### src/verilog/miner_pkg.sv
package miner_pkg;

	// Shared screen and sprite types
	typedef logic [8:0]  coord_t;	// Screen column or row
	typedef logic [11:0] colour_t;	// Four bits per channel in RGB order

	typedef enum logic [1:0] {
		MODE_BG,	// Whole screen fill
		MODE_ITEMS,	// Treasure table walk
		MODE_CLAW	// Single claw sprite
	} draw_mode_e;

	// Frame buffer geometry
	localparam int SCREEN_W = 320;		// Columns
	localparam int SCREEN_H = 240;		// Rows
	localparam int SPRITE_SIZE = 8;		// Side of claw and items

	localparam coord_t SKY_ROWS = 9'd40;	// Ground line
	localparam coord_t CLAW_Y = 9'd24;	// Claw top row
	localparam coord_t CLAW_X_MAX = coord_t'(SCREEN_W - SPRITE_SIZE);	// Keeps sprite on screen

	localparam int NUM_ITEMS = 8;		// Index bit 2 marks a stone

	// Item top-left corners, gold first then stones
	localparam coord_t ITEM_X [NUM_ITEMS] = '{
		9'd40,		// Gold 0
		9'd128,		// Gold 1
		9'd200,		// Gold 2
		9'd272,		// Gold 3
		9'd24,		// Stone 4
		9'd96,		// Stone 5
		9'd168,		// Stone 6
		9'd240		// Stone 7
	};

	localparam coord_t ITEM_Y [NUM_ITEMS] = '{
		9'd96,
		9'd160,
		9'd72,
		9'd200,
		9'd216,
		9'd128,
		9'd184,
		9'd56		// Still below the ground line
	};

	// Palette
	localparam colour_t COL_SKY = 12'h6AF;
	localparam colour_t COL_EARTH = 12'h742;
	localparam colour_t COL_CLAW = 12'hCCC;
	localparam colour_t COL_GOLD = 12'hFD0;
	localparam colour_t COL_GOLD_EDGE = 12'hA80;	// Darker border
	localparam colour_t COL_STONE = 12'h888;
	localparam colour_t COL_STONE_EDGE = 12'h444;	// Darker border

	// Pixel counts per drawing
	localparam int BG_PIXELS = SCREEN_W * SCREEN_H;			// 76800
	localparam int CLAW_PIXELS = SPRITE_SIZE * SPRITE_SIZE;		// 64
	localparam int ITEM_PIXELS = NUM_ITEMS * CLAW_PIXELS;		// 512

endpackage

### src/verilog/draw_counter.sv
module draw_counter (
	input  logic                  clk,
	input  logic                  arst_n,
	input  logic                  clear,		// Restart every count
	input  logic                  step_pixel,	// Next pixel or raster step
	input  logic                  step_item,	// Next item
	input  miner_pkg::draw_mode_e mode,
	output logic [2:0]            pix_row,
	output logic [2:0]            pix_col,
	output logic [2:0]            item,
	output miner_pkg::coord_t     ras_x,
	output miner_pkg::coord_t     ras_y,
	output logic                  last_pixel,	// Sprite at 7,7
	output logic                  last_raster,	// Raster at 319,239
	output logic                  last_item	// Eighth item
);
	import miner_pkg::*;

	logic [5:0] pix_cnt;	// Row in upper half, column in lower
	logic       row_end;	// Raster at right edge

	assign pix_row = pix_cnt[5:3];
	assign pix_col = pix_cnt[2:0];
	assign row_end = (ras_x == coord_t'(SCREEN_W - 1));

	// Sprite pixel and item counters
	always_ff @(posedge clk or negedge arst_n) begin
		if (!arst_n) begin
			pix_cnt <= '0;
			item    <= '0;
		end else if (clear) begin
			pix_cnt <= '0;
			item    <= '0;
		end else if (step_item) begin
			pix_cnt <= '0;			// Fresh sprite
			item    <= item + 3'd1;
		end else if (step_pixel && (mode != MODE_BG)) begin
			pix_cnt <= pix_cnt + 6'd1;	// Row-major walk
		end
	end

	// Raster counters, x fastest
	always_ff @(posedge clk or negedge arst_n) begin
		if (!arst_n) begin
			ras_x <= '0;
			ras_y <= '0;
		end else if (clear) begin
			ras_x <= '0;
			ras_y <= '0;
		end else if (step_pixel && (mode == MODE_BG)) begin
			if (row_end) begin
				ras_x <= '0;
				ras_y <= last_raster ? '0 : ras_y + 9'd1;	// Wrap at frame end
			end else begin
				ras_x <= ras_x + 9'd1;
			end
		end
	end

	assign last_pixel = (pix_row == 3'(SPRITE_SIZE - 1)) && (pix_col == 3'(SPRITE_SIZE - 1));
	assign last_raster = row_end && (ras_y == coord_t'(SCREEN_H - 1));
	assign last_item = (item == 3'(NUM_ITEMS - 1));

	// Raster stays inside the frame
	a_raster_range: assert property (@(posedge clk) disable iff (!arst_n)
		(ras_x < SCREEN_W) && (ras_y < SCREEN_H));

	// FSM never asks for both steps at once
	a_one_step: assert property (@(posedge clk) disable iff (!arst_n)
		!(step_pixel && step_item));

endmodule

### src/verilog/scene_painter.sv
module scene_painter (
	input  logic               clk,
	input  logic               arst_n,
	input  logic               plot,		// Draw claw
	input  logic               background,	// Paint sky and earth
	input  logic               go,		// Draw treasure
	input  miner_pkg::coord_t  position_in,	// Claw column
	output miner_pkg::coord_t  x,
	output miner_pkg::coord_t  y,
	output miner_pkg::colour_t colour,
	output logic               write_en,	// Frame buffer write
	output logic               busy,
	output logic               done
);
	import miner_pkg::*;

	draw_mode_e mode;
	logic       clear;
	logic       step_pixel;
	logic       step_item;
	logic       load;
	logic       paint;
	logic [2:0] pix_row;
	logic [2:0] pix_col;
	logic [2:0] item;
	coord_t     ras_x;
	coord_t     ras_y;
	logic       last_pixel;
	logic       last_raster;
	logic       last_item;

	// Command sequencer
	view_fsm i_view_fsm (
		.clk(clk), .arst_n(arst_n),
		.plot(plot), .background(background), .go(go),
		.last_pixel(last_pixel), .last_raster(last_raster), .last_item(last_item),
		.mode(mode), .clear(clear), .step_pixel(step_pixel), .step_item(step_item),
		.load(load), .paint(paint), .busy(busy), .done(done)
	);

	// Pixel, raster and item walk
	draw_counter i_draw_counter (
		.clk(clk), .arst_n(arst_n),
		.clear(clear), .step_pixel(step_pixel), .step_item(step_item), .mode(mode),
		.pix_row(pix_row), .pix_col(pix_col), .item(item), .ras_x(ras_x), .ras_y(ras_y),
		.last_pixel(last_pixel), .last_raster(last_raster), .last_item(last_item)
	);

	// Address and colour registers
	view_data i_view_data (
		.clk(clk), .arst_n(arst_n),
		.load(load), .paint(paint), .mode(mode), .position_in(position_in),
		.pix_row(pix_row), .pix_col(pix_col), .item(item), .ras_x(ras_x), .ras_y(ras_y),
		.x(x), .y(y), .colour(colour), .write_en(write_en)
	);

endmodule

### src/verilog/view_data.sv
module view_data (
	input  logic                  clk,
	input  logic                  arst_n,
	input  logic                  load,		// Accept pulse
	input  logic                  paint,	// Address valid this cycle
	input  miner_pkg::draw_mode_e mode,
	input  miner_pkg::coord_t     position_in,	// Requested claw column
	input  logic [2:0]            pix_row,
	input  logic [2:0]            pix_col,
	input  logic [2:0]            item,
	input  miner_pkg::coord_t     ras_x,
	input  miner_pkg::coord_t     ras_y,
	output miner_pkg::coord_t     x,
	output miner_pkg::coord_t     y,
	output miner_pkg::colour_t    colour,
	output logic                  write_en	// One pulse per pixel
);
	import miner_pkg::*;

	coord_t  claw_x;	// Clipped claw column
	coord_t  base_x;	// Sprite corner or raster point
	coord_t  base_y;
	coord_t  off_x;		// Offset inside sprite
	coord_t  off_y;
	colour_t pix_colour;
	logic    on_edge;	// Border pixel of an item

	// Claw column captured at accept
	always_ff @(posedge clk) begin
		if (load) begin
			claw_x <= (position_in > CLAW_X_MAX) ? CLAW_X_MAX : position_in;
		end
	end

	// Base corner by mode
	always_comb begin
		case (mode)
			MODE_ITEMS: begin
				base_x = ITEM_X[item];
				base_y = ITEM_Y[item];
			end
			MODE_CLAW: begin
				base_x = claw_x;
				base_y = CLAW_Y;
			end
			default: begin
				base_x = ras_x;	// Raster gives the address directly
				base_y = ras_y;
			end
		endcase
	end

	// No sprite offset in background mode
	assign off_x = (mode == MODE_BG) ? '0 : coord_t'(pix_col);
	assign off_y = (mode == MODE_BG) ? '0 : coord_t'(pix_row);

	assign on_edge = (pix_row == 3'd0) || (pix_row == 3'(SPRITE_SIZE - 1))
		|| (pix_col == 3'd0) || (pix_col == 3'(SPRITE_SIZE - 1));

	// Colour pick
	always_comb begin
		case (mode)
			MODE_BG: begin
				pix_colour = (ras_y < SKY_ROWS) ? COL_SKY : COL_EARTH;
			end
			MODE_CLAW: begin
				pix_colour = COL_CLAW;
			end
			default: begin
				if (item[2]) begin
					pix_colour = on_edge ? COL_STONE_EDGE : COL_STONE;	// Stones 4 to 7
				end else begin
					pix_colour = on_edge ? COL_GOLD_EDGE : COL_GOLD;
				end
			end
		endcase
	end

	// Pixel payload
	always_ff @(posedge clk) begin
		if (paint) begin
			x      <= base_x + off_x;
			y      <= base_y + off_y;
			colour <= pix_colour;
		end
	end

	// Write strobe trails paint by one cycle
	always_ff @(posedge clk or negedge arst_n) begin
		if (!arst_n) begin
			write_en <= 1'b0;
		end else begin
			write_en <= paint;
		end
	end

	// Counters and clipping keep every write on screen
	a_on_screen: assert property (@(posedge clk) disable iff (!arst_n)
		write_en |-> (x < SCREEN_W) && (y < SCREEN_H));

endmodule

### src/verilog/view_fsm.sv
module view_fsm (
	input  logic                  clk,
	input  logic                  arst_n,
	input  logic                  plot,		// Claw command
	input  logic                  background,	// Screen fill command
	input  logic                  go,		// Item table command
	input  logic                  last_pixel,
	input  logic                  last_raster,
	input  logic                  last_item,
	output miner_pkg::draw_mode_e mode,		// Drawing in progress
	output logic                  clear,
	output logic                  step_pixel,
	output logic                  step_item,
	output logic                  load,		// Accept pulse
	output logic                  paint,	// Valid pixel address
	output logic                  busy,
	output logic                  done
);
	import miner_pkg::*;

	// One-hot state flops, IDLE when none is set
	logic st_start;		// Counter clear cycle
	logic st_draw;		// One pixel per cycle
	logic st_finish;	// Done cycle
	logic st_idle;

	logic       cmd_any;	// Some command raised
	logic       accept;
	logic       draw_end;	// Final pixel of the drawing
	draw_mode_e cmd_mode;	// Decoded by priority

	assign st_idle = !(st_start || st_draw || st_finish);
	assign cmd_any = background || go || plot;
	assign accept = st_idle && cmd_any;	// Busy commands are dropped

	// Background wins, then go, then plot
	always_comb begin
		if (background) begin
			cmd_mode = MODE_BG;
		end else if (go) begin
			cmd_mode = MODE_ITEMS;
		end else begin
			cmd_mode = MODE_CLAW;
		end
	end

	// End of drawing per mode
	always_comb begin
		case (mode)
			MODE_BG:    draw_end = last_raster;
			MODE_ITEMS: draw_end = last_pixel && last_item;
			default:    draw_end = last_pixel;	// Claw is one sprite
		endcase
	end

	// State sequencing
	always_ff @(posedge clk or negedge arst_n) begin
		if (!arst_n) begin
			st_start  <= 1'b0;
			st_draw   <= 1'b0;
			st_finish <= 1'b0;
		end else begin
			st_start  <= accept;		// IDLE to START
			st_finish <= st_draw && draw_end;	// DRAW to FINISH
			if (st_start) begin
				st_draw <= 1'b1;	// START to DRAW
			end else if (draw_end) begin
				st_draw <= 1'b0;
			end
		end
	end

	// Mode held for the whole drawing
	always_ff @(posedge clk or negedge arst_n) begin
		if (!arst_n) begin
			mode <= MODE_BG;
		end else if (accept) begin
			mode <= cmd_mode;
		end
	end

	assign load = accept;		// Data path grabs position_in
	assign clear = st_start;
	assign paint = st_draw;

	// Jump to next item instead of wrapping the sprite
	assign step_item = paint && (mode == MODE_ITEMS) && last_pixel && !last_item;
	assign step_pixel = paint && !step_item && !draw_end;	// Hold on final pixel

	assign busy = st_draw;		// Rises one edge after accept
	assign done = st_finish;	// Same edge as last write_en

	// At most one state flop set
	a_state_onehot: assert property (@(posedge clk) disable iff (!arst_n)
		$onehot0({st_start, st_draw, st_finish}));

	// Single-cycle done
	a_done_pulse: assert property (@(posedge clk) disable iff (!arst_n)
		done |=> !done);

endmodule
### config.mk
export PLATFORM = sky130hd
export DESIGN_NAME = scene_painter
export DESIGN_NICKNAME = d
export VERILOG_FILES = /design/src/verilog/miner_pkg.sv /design/src/verilog/draw_counter.sv /design/src/verilog/scene_painter.sv /design/src/verilog/view_data.sv /design/src/verilog/view_fsm.sv
export SDC_FILE = /design/constraint.sdc
export NUM_CORES = 1
export LEC_CHECK = 0
export ABC_AREA = 0
export BUFFER_PORTS_ARGS = -buffer_cell sky130_fd_sc_hd__buf_2
export CAP_MARGIN = 20
export CORE_MARGIN = 5
export CORE_UTILIZATION = 51
export CTS_CLUSTER_DIAMETER = 80
export DETAILED_ROUTE_END_ITERATION = 6
export HOLD_SLACK_MARGIN = 0.05
export PLACE_DENSITY_LB_ADDON = 0.08
export SLEW_MARGIN = 25
export SYNTH_ARGS = -nofsm -noshare
export SYNTH_HDL_FRONTEND = slang
export SYNTH_SLANG_ARGS = --single-unit
### constraint.sdc
create_clock -name clk -period 6.8 [get_ports clk]
set_input_delay 1.02 -clock clk [delete_from_list [all_inputs] [get_ports clk]]
set_output_delay 1.02 -clock clk [all_outputs]
set_load 0.01 [all_outputs]
==> metrics.txt, run 1 <==
# TYPE chip_impl_metric gauge
chip_impl_info{name="run_status",value="completed"} 1
chip_impl_metric{name="drive_above_1_share",unit="%"} 17.4
chip_impl_metric{name="synth-adder-area-share",unit="%"} 8.81
chip_impl_metric{name="portBuffers",unit=""} 46
chip_impl_metric{name="hold-worst-slack",unit="ns"} 0.573
chip_impl_metric{name="cts-buffers-inserted",unit=""} 9
chip_impl_metric{name="synth_top_area_share",unit="%"} 27.5
chip_impl_metric{name="worst-slew-pin-transition",unit="ns"} 0.932
chip_impl_metric{name="period_utilization",unit="%"} 47.5
chip_impl_info{name="tritoncts",value="done"} 1
chip_impl_metric{name="worst_ep_required_time",unit="ns"} 6.90
chip_impl_metric{name="detailedRoute.firstIterationViolations",unit=""} 116
chip_impl_metric{name="drt-wirelength-per-cell",unit="µm"} 15.5
chip_impl_metric{name="cts_max_path_buffers",unit=""} 2
chip_impl_metric{name="setup_viol",unit=""} 0
chip_impl_metric{name="regArea",unit="mm²"} 0.00197
chip_impl_info{name="critical_path.endpoint_type",value="flip-flop"} 1
chip_impl_info{name="synth.most_common_cell",value="sky130_fd_sc_hd__nor2_1"} 1
chip_impl_metric{name="synth-xor-area-share",unit="%"} 5.49
chip_impl_metric{name="via_count",unit=""} 3008
chip_impl_metric{name="clk_transition_reported_paths",unit="ns"} 0.08
chip_impl_metric{name="yosysWarnings",unit=""} 0
chip_impl_metric{name="gp_routability_congestion",unit=""} 0.827
chip_impl_metric{name="slew-limit-headroom",unit="%"} 37.9
chip_impl_metric{name="cts_resized",unit=""} 0
chip_impl_info{name="setup_repair_after_global_routing_missed_its_margin",value="no"} 1
chip_impl_metric{name="synthesis.instances",unit=""} 398
chip_impl_metric{name="p_per_area",unit="mW/mm²"} 284
chip_impl_metric{name="post-route-util",unit="%"} 59.2
chip_impl_metric{name="grt_util_all_layers",unit="%"} 18.2
chip_impl_metric{name="design.core.area",unit="mm²"} 0.00781
chip_impl_metric{name="synth-seq-area-share",unit="%"} 47.4
chip_impl_metric{name="synth_cell_type_count",unit=""} 63
chip_impl_metric{name="clock_skew",unit="ns"} 0.00701
chip_impl_metric{name="synth_compound_gate_area_share",unit="%"} 12.5
chip_impl_metric{name="diodes",unit=""} 0
chip_impl_info{name="netlist.top_cell.by_area",value="sky130_fd_sc_hd__edfxtp_1"} 1
chip_impl_metric{name="avgSynthCellArea",unit="µm²"} 10.4
chip_impl_metric{name="global_route.overflow_total",unit=""} 0
chip_impl_metric{name="ctsHoldBuffers",unit=""} 0
chip_impl_metric{name="clk-insertion-delay-late",unit="ns"} 0.35
chip_impl_metric{name="leakage",unit="µW"} 0.00209
chip_impl_metric{name="ir_worst_vdd",unit="µV"} 174
chip_impl_metric{name="postRouteAntennaNets",unit=""} 0
chip_impl_info{name="tightest_hold_check_type",value="flip-flop to flip-flop"} 1
chip_impl_metric{name="drc",unit=""} 0
chip_impl_metric{name="grt_antenna_before_repair",unit=""} 0
chip_impl_metric{name="power",unit="µW"} 1310
chip_impl_metric{name="fin_setup_tns",unit="ns"} 0
chip_impl_metric{name="multi_input_area",unit="mm²"} 0.00199
chip_impl_metric{name="fill_cells",unit=""} 709
chip_impl_info{name="yosys-top-cells-count",value="sky130_fd_sc_hd__nor2_1 (39), sky130_fd_sc_hd__edfxtp_1 (38), sky130_fd_sc_hd__dfrtp_1 (33)"} 1
chip_impl_metric{name="post_route_wl",unit="µm"} 8470
chip_impl_info{name="synth_flop_cell",value="sky130_fd_sc_hd__edfxtp_1"} 1
chip_impl_metric{name="drt-vias-per-instance",unit=""} 5.52
chip_impl_metric{name="cts_htree_levels",unit=""} 3
chip_impl_metric{name="top_level_ports",unit=""} 47
chip_impl_info{name="dominant_combinational_cell_family_by_area_after_synthesis",value="simple AND/OR/NAND/NOR gates"} 1
chip_impl_metric{name="maximum_clock_frequency",unit="MHz"} 309
chip_impl_metric{name="cap_viol_max_count",unit=""} 0
chip_impl_metric{name="finish.net_count",unit=""} 480
chip_impl_info{name="timing.critical_path.from_type",value="flip-flop"} 1
chip_impl_metric{name="post-cts-setup-buffer-count",unit=""} 0
chip_impl_metric{name="number_of_clock_sinks",unit=""} 71
chip_impl_metric{name="floorplan.rows",unit=""} 32
chip_impl_info{name="cts.root.buffer_cell",value="sky130_fd_sc_hd__clkbuf_8"} 1
chip_impl_metric{name="timing.final.max_slew_violations",unit=""} 0
chip_impl_metric{name="initial_utilization",unit="%"} 53.1
chip_impl_metric{name="via_count_of_the_first_global_routing_pass",unit=""} 2913
chip_impl_metric{name="die_y",unit="µm"} 100
chip_impl_metric{name="cp_max_fo",unit=""} 32
chip_impl_metric{name="dp_hpwl",unit="µm"} 5970
chip_impl_metric{name="hold_viol",unit=""} 0
chip_impl_metric{name="floorplan.die.width",unit="µm"} 100
chip_impl_metric{name="yosys-mux-area-fraction",unit="%"} 2.20
chip_impl_metric{name="ys_seq_elements",unit=""} 71
chip_impl_metric{name="floorplan.die_area",unit="mm²"} 0.0100
chip_impl_metric{name="post_synth_instance_area",unit="mm²"} 0.00415
chip_impl_metric{name="simple_gate_fraction_of_synth_area",unit="%"} 19.0
chip_impl_metric{name="timing.critical_path.arrival",unit="ns"} 3.33
chip_impl_metric{name="synth_edf_count",unit=""} 38
chip_impl_metric{name="finalCriticalPeriod",unit="ns"} 3.23
chip_impl_metric{name="first_drt_pass_iteration_count",unit=""} 4
chip_impl_metric{name="synthesis.nets",unit=""} 440
chip_impl_metric{name="synthArstFlopShare",unit="%"} 46.5
chip_impl_metric{name="grt_pass1_wl",unit="µm"} 14300
chip_impl_metric{name="synthesis_to_finish_area_growth",unit="%"} 11.5
chip_impl_metric{name="grt_start_max_net_pins",unit=""} 38
chip_impl_info{name="critPathKind",value="flip-flop to flip-flop"} 1
chip_impl_info{name="ys_top_cells_by_area",value="sky130_fd_sc_hd__edfxtp_1 (28%), sky130_fd_sc_hd__dfrtp_1 (20%), sky130_fd_sc_hd__ha_1 (7.8%)"} 1
## cell usage in the layout, fill, tap and decap left out, drive strengths merged, types with 3 or more instances in the layout
master     n
nor3       9
ha        26
nand2b    12
nand2     20
o41ai      3
a31oi      3
nand4      7
mux2i      8
clkinvlp   3
or4        3
or2        3
nor2      39
buf       48
and2       6
a41oi      3
inv       27
o211ai     4
nand3     18
edfxtp    38
a21o       6
dfrtp     33
and3       6
o21ai     14
nor2b     14
clkbuf    10
xnor2     13
a21oi     17
xor2      13
## final cells by class
type	count	share of cell area [%]
Clock inverter	6	1.52
Multi-Input combinational cell	282	43.0
Tap cell	102	2.76
Sequential cell	71	42.5
Clock buffer	10	2.76
Timing Repair Buffer	48	5.30
Inverter	26	2.11
## critical path: stages, from the launching register on
cell	delay [ns]
sky130_fd_sc_hd__dfrtp_1	0.41
sky130_fd_sc_hd__inv_1	0.09
sky130_fd_sc_hd__ha_1	0.91
sky130_fd_sc_hd__nand3_1	0.13
sky130_fd_sc_hd__o21ai_0	0.12
sky130_fd_sc_hd__ha_1	0.22
sky130_fd_sc_hd__fa_1	0.23
sky130_fd_sc_hd__a21oi_1	0.08
sky130_fd_sc_hd__a311oi_1	0.32
sky130_fd_sc_hd__o31ai_1	0.16
sky130_fd_sc_hd__nor3_1	0.22
sky130_fd_sc_hd__xnor2_1	0.09
## flip-flops by register name, summed over array words and instances (netlist names)
signal	count
i_view_data.y	9
i_view_data.colour	11
i_draw_counter.ras_y	9
i_view_fsm.clear	1
i_draw_counter.item	3
i_draw_counter.ras_x	9
i_view_fsm.busy	1
i_view_data.claw_x	9
i_view_fsm.done	1
i_view_data.write_en	1
i_view_fsm.mode	2
i_draw_counter.pix_cnt	6
i_view_data.x	9
## through the flow
step                      setup slack, ns  instance area (µm²)  cells
after floorplan                      3.57                 4150    398
after global placement               3.69                 4430    529
after detailed placement             3.58                 4430    529
after CTS                            3.56                 4620    545
after global routing                 3.26                 4620    545
final                                3.57                 4620    545
## power by group
group,total [µW],leakage [µW],switching [µW],internal [µW]
sequential,595,0.000838,45.6,549
clock,345,0.0000891,174,171
combinational,372,0.00116,228,145
## final timing paths
kind,depth (start not counted),slack [ns],from,endpoint
worst max register to register,11,3.57,i_view_fsm.mode[0],i_view_data.x[8]
worst max-delay path,11,3.57,i_view_fsm.mode[0],i_view_data.x[8]
worst min-delay path,1,0.57,i_draw_counter.ras_y[7],i_draw_counter.ras_y[7]
worst min register to register,1,0.57,i_draw_counter.ras_y[7],i_draw_counter.ras_y[7]
min in group asynchronous,1,0.73,arst_n,i_view_fsm.done
max in group asynchronous,1,5.57,arst_n,i_draw_counter.ras_x[2]
## cells by family after synthesis
logic type               Yosys count
AND/OR/NAND/NOR                  148
AO/OA/AOI/OAI                     71
flip-flops                        71
buffers and inverters             45
adder cells (fa/ha/maj)           28
XOR/XNOR                          26
multiplexers                       9
## per-layer routing
| metal | vias to the layer above | GRT usage (%) | wire (µm) | share of wire, % |
|---|---|---|---|---|
| met2 | 74 | 28.4 | 3930 | 46 |
| li1 | 1498 | - | - | - |
| met1 | 1419 | 24.6 | 3900 | 46 |
| met4 | 0 | 7.88 | 213 | 2.5 |
| met5 | - | 0 | 0 | 0 |
| met3 | 17 | 3.61 | 427 | 5.0 |
No activity file was read; power rests on OpenSTA's default activity.
==> inputs of run 2 (changes only) <==
- clock period: 6.8 -> 2.91 ns (I/O delays scaled with it)
==> run 2 against run 1 <==
Against the previous run: critical endpoint is now i_view_data.y[6]; worst hold slack got worse by 0.40 ns; via count rose by 1.5%; clock power rose to 2.8 times the previous value; largest power group unchanged; power rose by 150%; die area did not move.
==> metrics.txt, run 2 (synthesis results as in run 1) <==
# TYPE chip_impl_metric gauge
chip_impl_metric{name="cts-buffers-inserted",unit=""} 9
chip_impl_metric{name="fin_setup_tns",unit="ns"} 0
chip_impl_metric{name="drc",unit=""} 0
chip_impl_info{name="worstReg2RegEnd",value="i_view_data.y[6]"} 1
chip_impl_info{name="timing.critical_path.from_type",value="flip-flop"} 1
chip_impl_metric{name="grt_pass1_wl",unit="µm"} 14500
chip_impl_metric{name="clk-insertion-delay-late",unit="ns"} 0.35
chip_impl_metric{name="largest_register_ff_count",unit=""} 11
chip_impl_metric{name="top_level_ports",unit=""} 47
chip_impl_metric{name="worst_ep_required_time",unit="ns"} 2.99
chip_impl_metric{name="global_route.overflow_total",unit=""} 0
chip_impl_metric{name="diodes",unit=""} 0
chip_impl_metric{name="finalCriticalPeriod",unit="ns"} 2.64
chip_impl_metric{name="floorplan.die_area",unit="mm²"} 0.0100
chip_impl_metric{name="post_route_wl",unit="µm"} 8800
chip_impl_metric{name="fin_ws",unit="ns"} 0.267
chip_impl_info{name="cp_slowest_cell",value="sky130_fd_sc_hd__dfrtp_1"} 1
chip_impl_metric{name="cts_htree_levels",unit=""} 3
chip_impl_info{name="mostFrequentLayoutCell",value="sky130_fd_sc_hd__buf_2"} 1
chip_impl_metric{name="grt_start_max_net_pins",unit=""} 34
chip_impl_metric{name="drive_above_1_share",unit="%"} 18.5
chip_impl_metric{name="grt_util_all_layers",unit="%"} 18.5
chip_impl_metric{name="cp_max_fo",unit=""} 9
chip_impl_metric{name="detailroute.wirelength.met3",unit="µm"} 449
chip_impl_metric{name="worst-path-stages",unit=""} 11
chip_impl_metric{name="reg2reg_setup_slack",unit="ns"} 0.27
chip_impl_info{name="cts.root.buffer_cell",value="sky130_fd_sc_hd__clkbuf_8"} 1
chip_impl_metric{name="design.core.area",unit="mm²"} 0.00781
chip_impl_metric{name="routed-wl-met2",unit="µm"} 4260
chip_impl_metric{name="final_design_area_no_fill",unit="mm²"} 0.00472
chip_impl_metric{name="leakage",unit="µW"} 0.00214
chip_impl_metric{name="worst-slew-pin-transition",unit="ns"} 0.803
chip_impl_metric{name="cts_resized",unit=""} 0
chip_impl_metric{name="max_stage_delay",unit="ns"} 0.41
chip_impl_metric{name="p_per_area",unit="mW/mm²"} 690
chip_impl_info{name="cp_top_delay_family",value="adder cells"} 1
chip_impl_metric{name="via_count",unit=""} 3053
chip_impl_info{name="critical_path.endpoint_type",value="flip-flop"} 1
chip_impl_info{name="tightest_hold_check_type",value="input port to async pin"} 1
chip_impl_metric{name="period_utilization",unit="%"} 90.8
chip_impl_metric{name="postRouteAntennaNets",unit=""} 0
chip_impl_metric{name="floorplan.die.width",unit="µm"} 100
chip_impl_metric{name="finish.net_count",unit=""} 486
chip_impl_metric{name="drt-wirelength-per-cell",unit="µm"} 16.0
chip_impl_metric{name="cts_max_path_buffers",unit=""} 2
chip_impl_metric{name="synthesis_to_finish_area_growth",unit="%"} 13.7
chip_impl_metric{name="power",unit="µW"} 3260
chip_impl_info{name="path_cells",value="inv_1, ha_1, nor2b_1, ha_1, inv_1, fa_1, inv_1, a21oi_1, a21oi_1, nand3_1, xor2_1"} 1
chip_impl_metric{name="dp_hpwl",unit="µm"} 6380
chip_impl_info{name="timing.critical_path.mode_cell",value="sky130_fd_sc_hd__inv_1"} 1
chip_impl_metric{name="gp_routability_congestion",unit=""} 0.848
chip_impl_metric{name="drt-met1-wl",unit="µm"} 3950
chip_impl_metric{name="post-cts-setup-buffer-count",unit=""} 0
chip_impl_metric{name="detailed_place.area",unit="mm²"} 0.00448
chip_impl_info{name="setup_repair_after_global_routing_missed_its_margin",value="no"} 1
chip_impl_info{name="critPathKind",value="flip-flop to flip-flop"} 1
chip_impl_metric{name="hold-worst-slack",unit="ns"} 0.171
chip_impl_info{name="run_status",value="completed"} 1
chip_impl_metric{name="hold_viol",unit=""} 0
chip_impl_info{name="tritoncts",value="done"} 1
chip_impl_metric{name="pre_cts_slack",unit="ns"} 0.292
chip_impl_info{name="final_cell_mix",value="sky130_fd_sc_hd__buf_2 (46), sky130_fd_sc_hd__nor2_1 (39), sky130_fd_sc_hd__edfxtp_1 (38)"} 1
chip_impl_metric{name="rr_worst_depth",unit=""} 11
chip_impl_metric{name="detailedRoute.firstIterationViolations",unit=""} 139
chip_impl_metric{name="clk_transition_reported_paths",unit="ns"} 0.08
chip_impl_metric{name="ctsHoldBuffers",unit=""} 0
chip_impl_info{name="reg2reg_from",value="i_view_fsm.mode[0]"} 1
chip_impl_metric{name="worst-path-buf-inv",unit=""} 3
chip_impl_metric{name="grt_antenna_before_repair",unit=""} 0
chip_impl_metric{name="slew-limit-headroom",unit="%"} 46.4
chip_impl_info{name="routed.top_layer",value="met4"} 1
chip_impl_metric{name="fill_cells",unit=""} 700
chip_impl_metric{name="via_count_of_the_first_global_routing_pass",unit=""} 2917
chip_impl_metric{name="drt-vias-per-instance",unit=""} 5.54
chip_impl_metric{name="maximum_clock_frequency",unit="MHz"} 378
chip_impl_metric{name="timing.critical_path.arrival",unit="ns"} 2.72
chip_impl_metric{name="ir_worst_vdd",unit="µV"} 344
chip_impl_metric{name="floorplan.rows",unit=""} 32
chip_impl_metric{name="die_y",unit="µm"} 100
chip_impl_metric{name="timing.final.max_slew_violations",unit=""} 0
chip_impl_metric{name="setup_viol",unit=""} 0
chip_impl_metric{name="clock_skew",unit="ns"} 0.0147
chip_impl_metric{name="cap_viol_max_count",unit=""} 0
chip_impl_metric{name="number_of_clock_sinks",unit=""} 71
chip_impl_info{name="max_flop_register",value="i_view_data.colour"} 1
chip_impl_metric{name="initial_utilization",unit="%"} 53.1
chip_impl_metric{name="first_drt_pass_iteration_count",unit=""} 5
chip_impl_metric{name="portBuffers",unit=""} 46
-- run 2: report_power, final --
| part | total [µW] | switching, µW | internal, µW |
|---|---|---|---|
| registers | 1380 | 102 | 1280 |
| clock network | 953 | 384 | 569 |
| logic | 919 | 559 | 360 |
-- run 2: worst max path at each step --
stage / startpoint / endpoint / slack, ns
final: i_view_fsm.mode[0] / i_view_data.y[6] / 0.27
after detailed placement: i_view_fsm.mode[0] / i_view_data.y[8] / 0.29
after floorplan: i_view_fsm.mode[0] / i_view_data.y[8] / 0.04
after global placement: i_view_fsm.mode[0] / i_view_data.y[8] / 0.37
after global routing: i_view_fsm.mode[0] / i_view_data.y[8] / 0.02
after CTS: i_view_fsm.mode[0] / i_view_data.y[8] / 0.28
-- run 2: area by class of cell --
type,instances,area (µm²),share of cell area (%)
tap,102,128,2.71
clock buffer,10,128,2.71
inverter,26,97.6,2.07
sequential,71,1970,41.7
multi-input combinational,282,2000,42.3
clock inverter,6,110,2.33
timing repair buffer,54,290,6.16
-- run 2: stage by stage --
stage	cells	util (%)
finish	551	60.4
global route	551	60.4
CTS	551	60.4
detailed placement	535	57.4
global placement	535	57.4
floorplan	398	-
-- run 2: metal layers --
layer	GRT usage [%]	up-vias
li1	-	1506
met1	24.3	1475
met2	29.8	61
met3	4.66	11
met4	6.53	0
met5	0	-
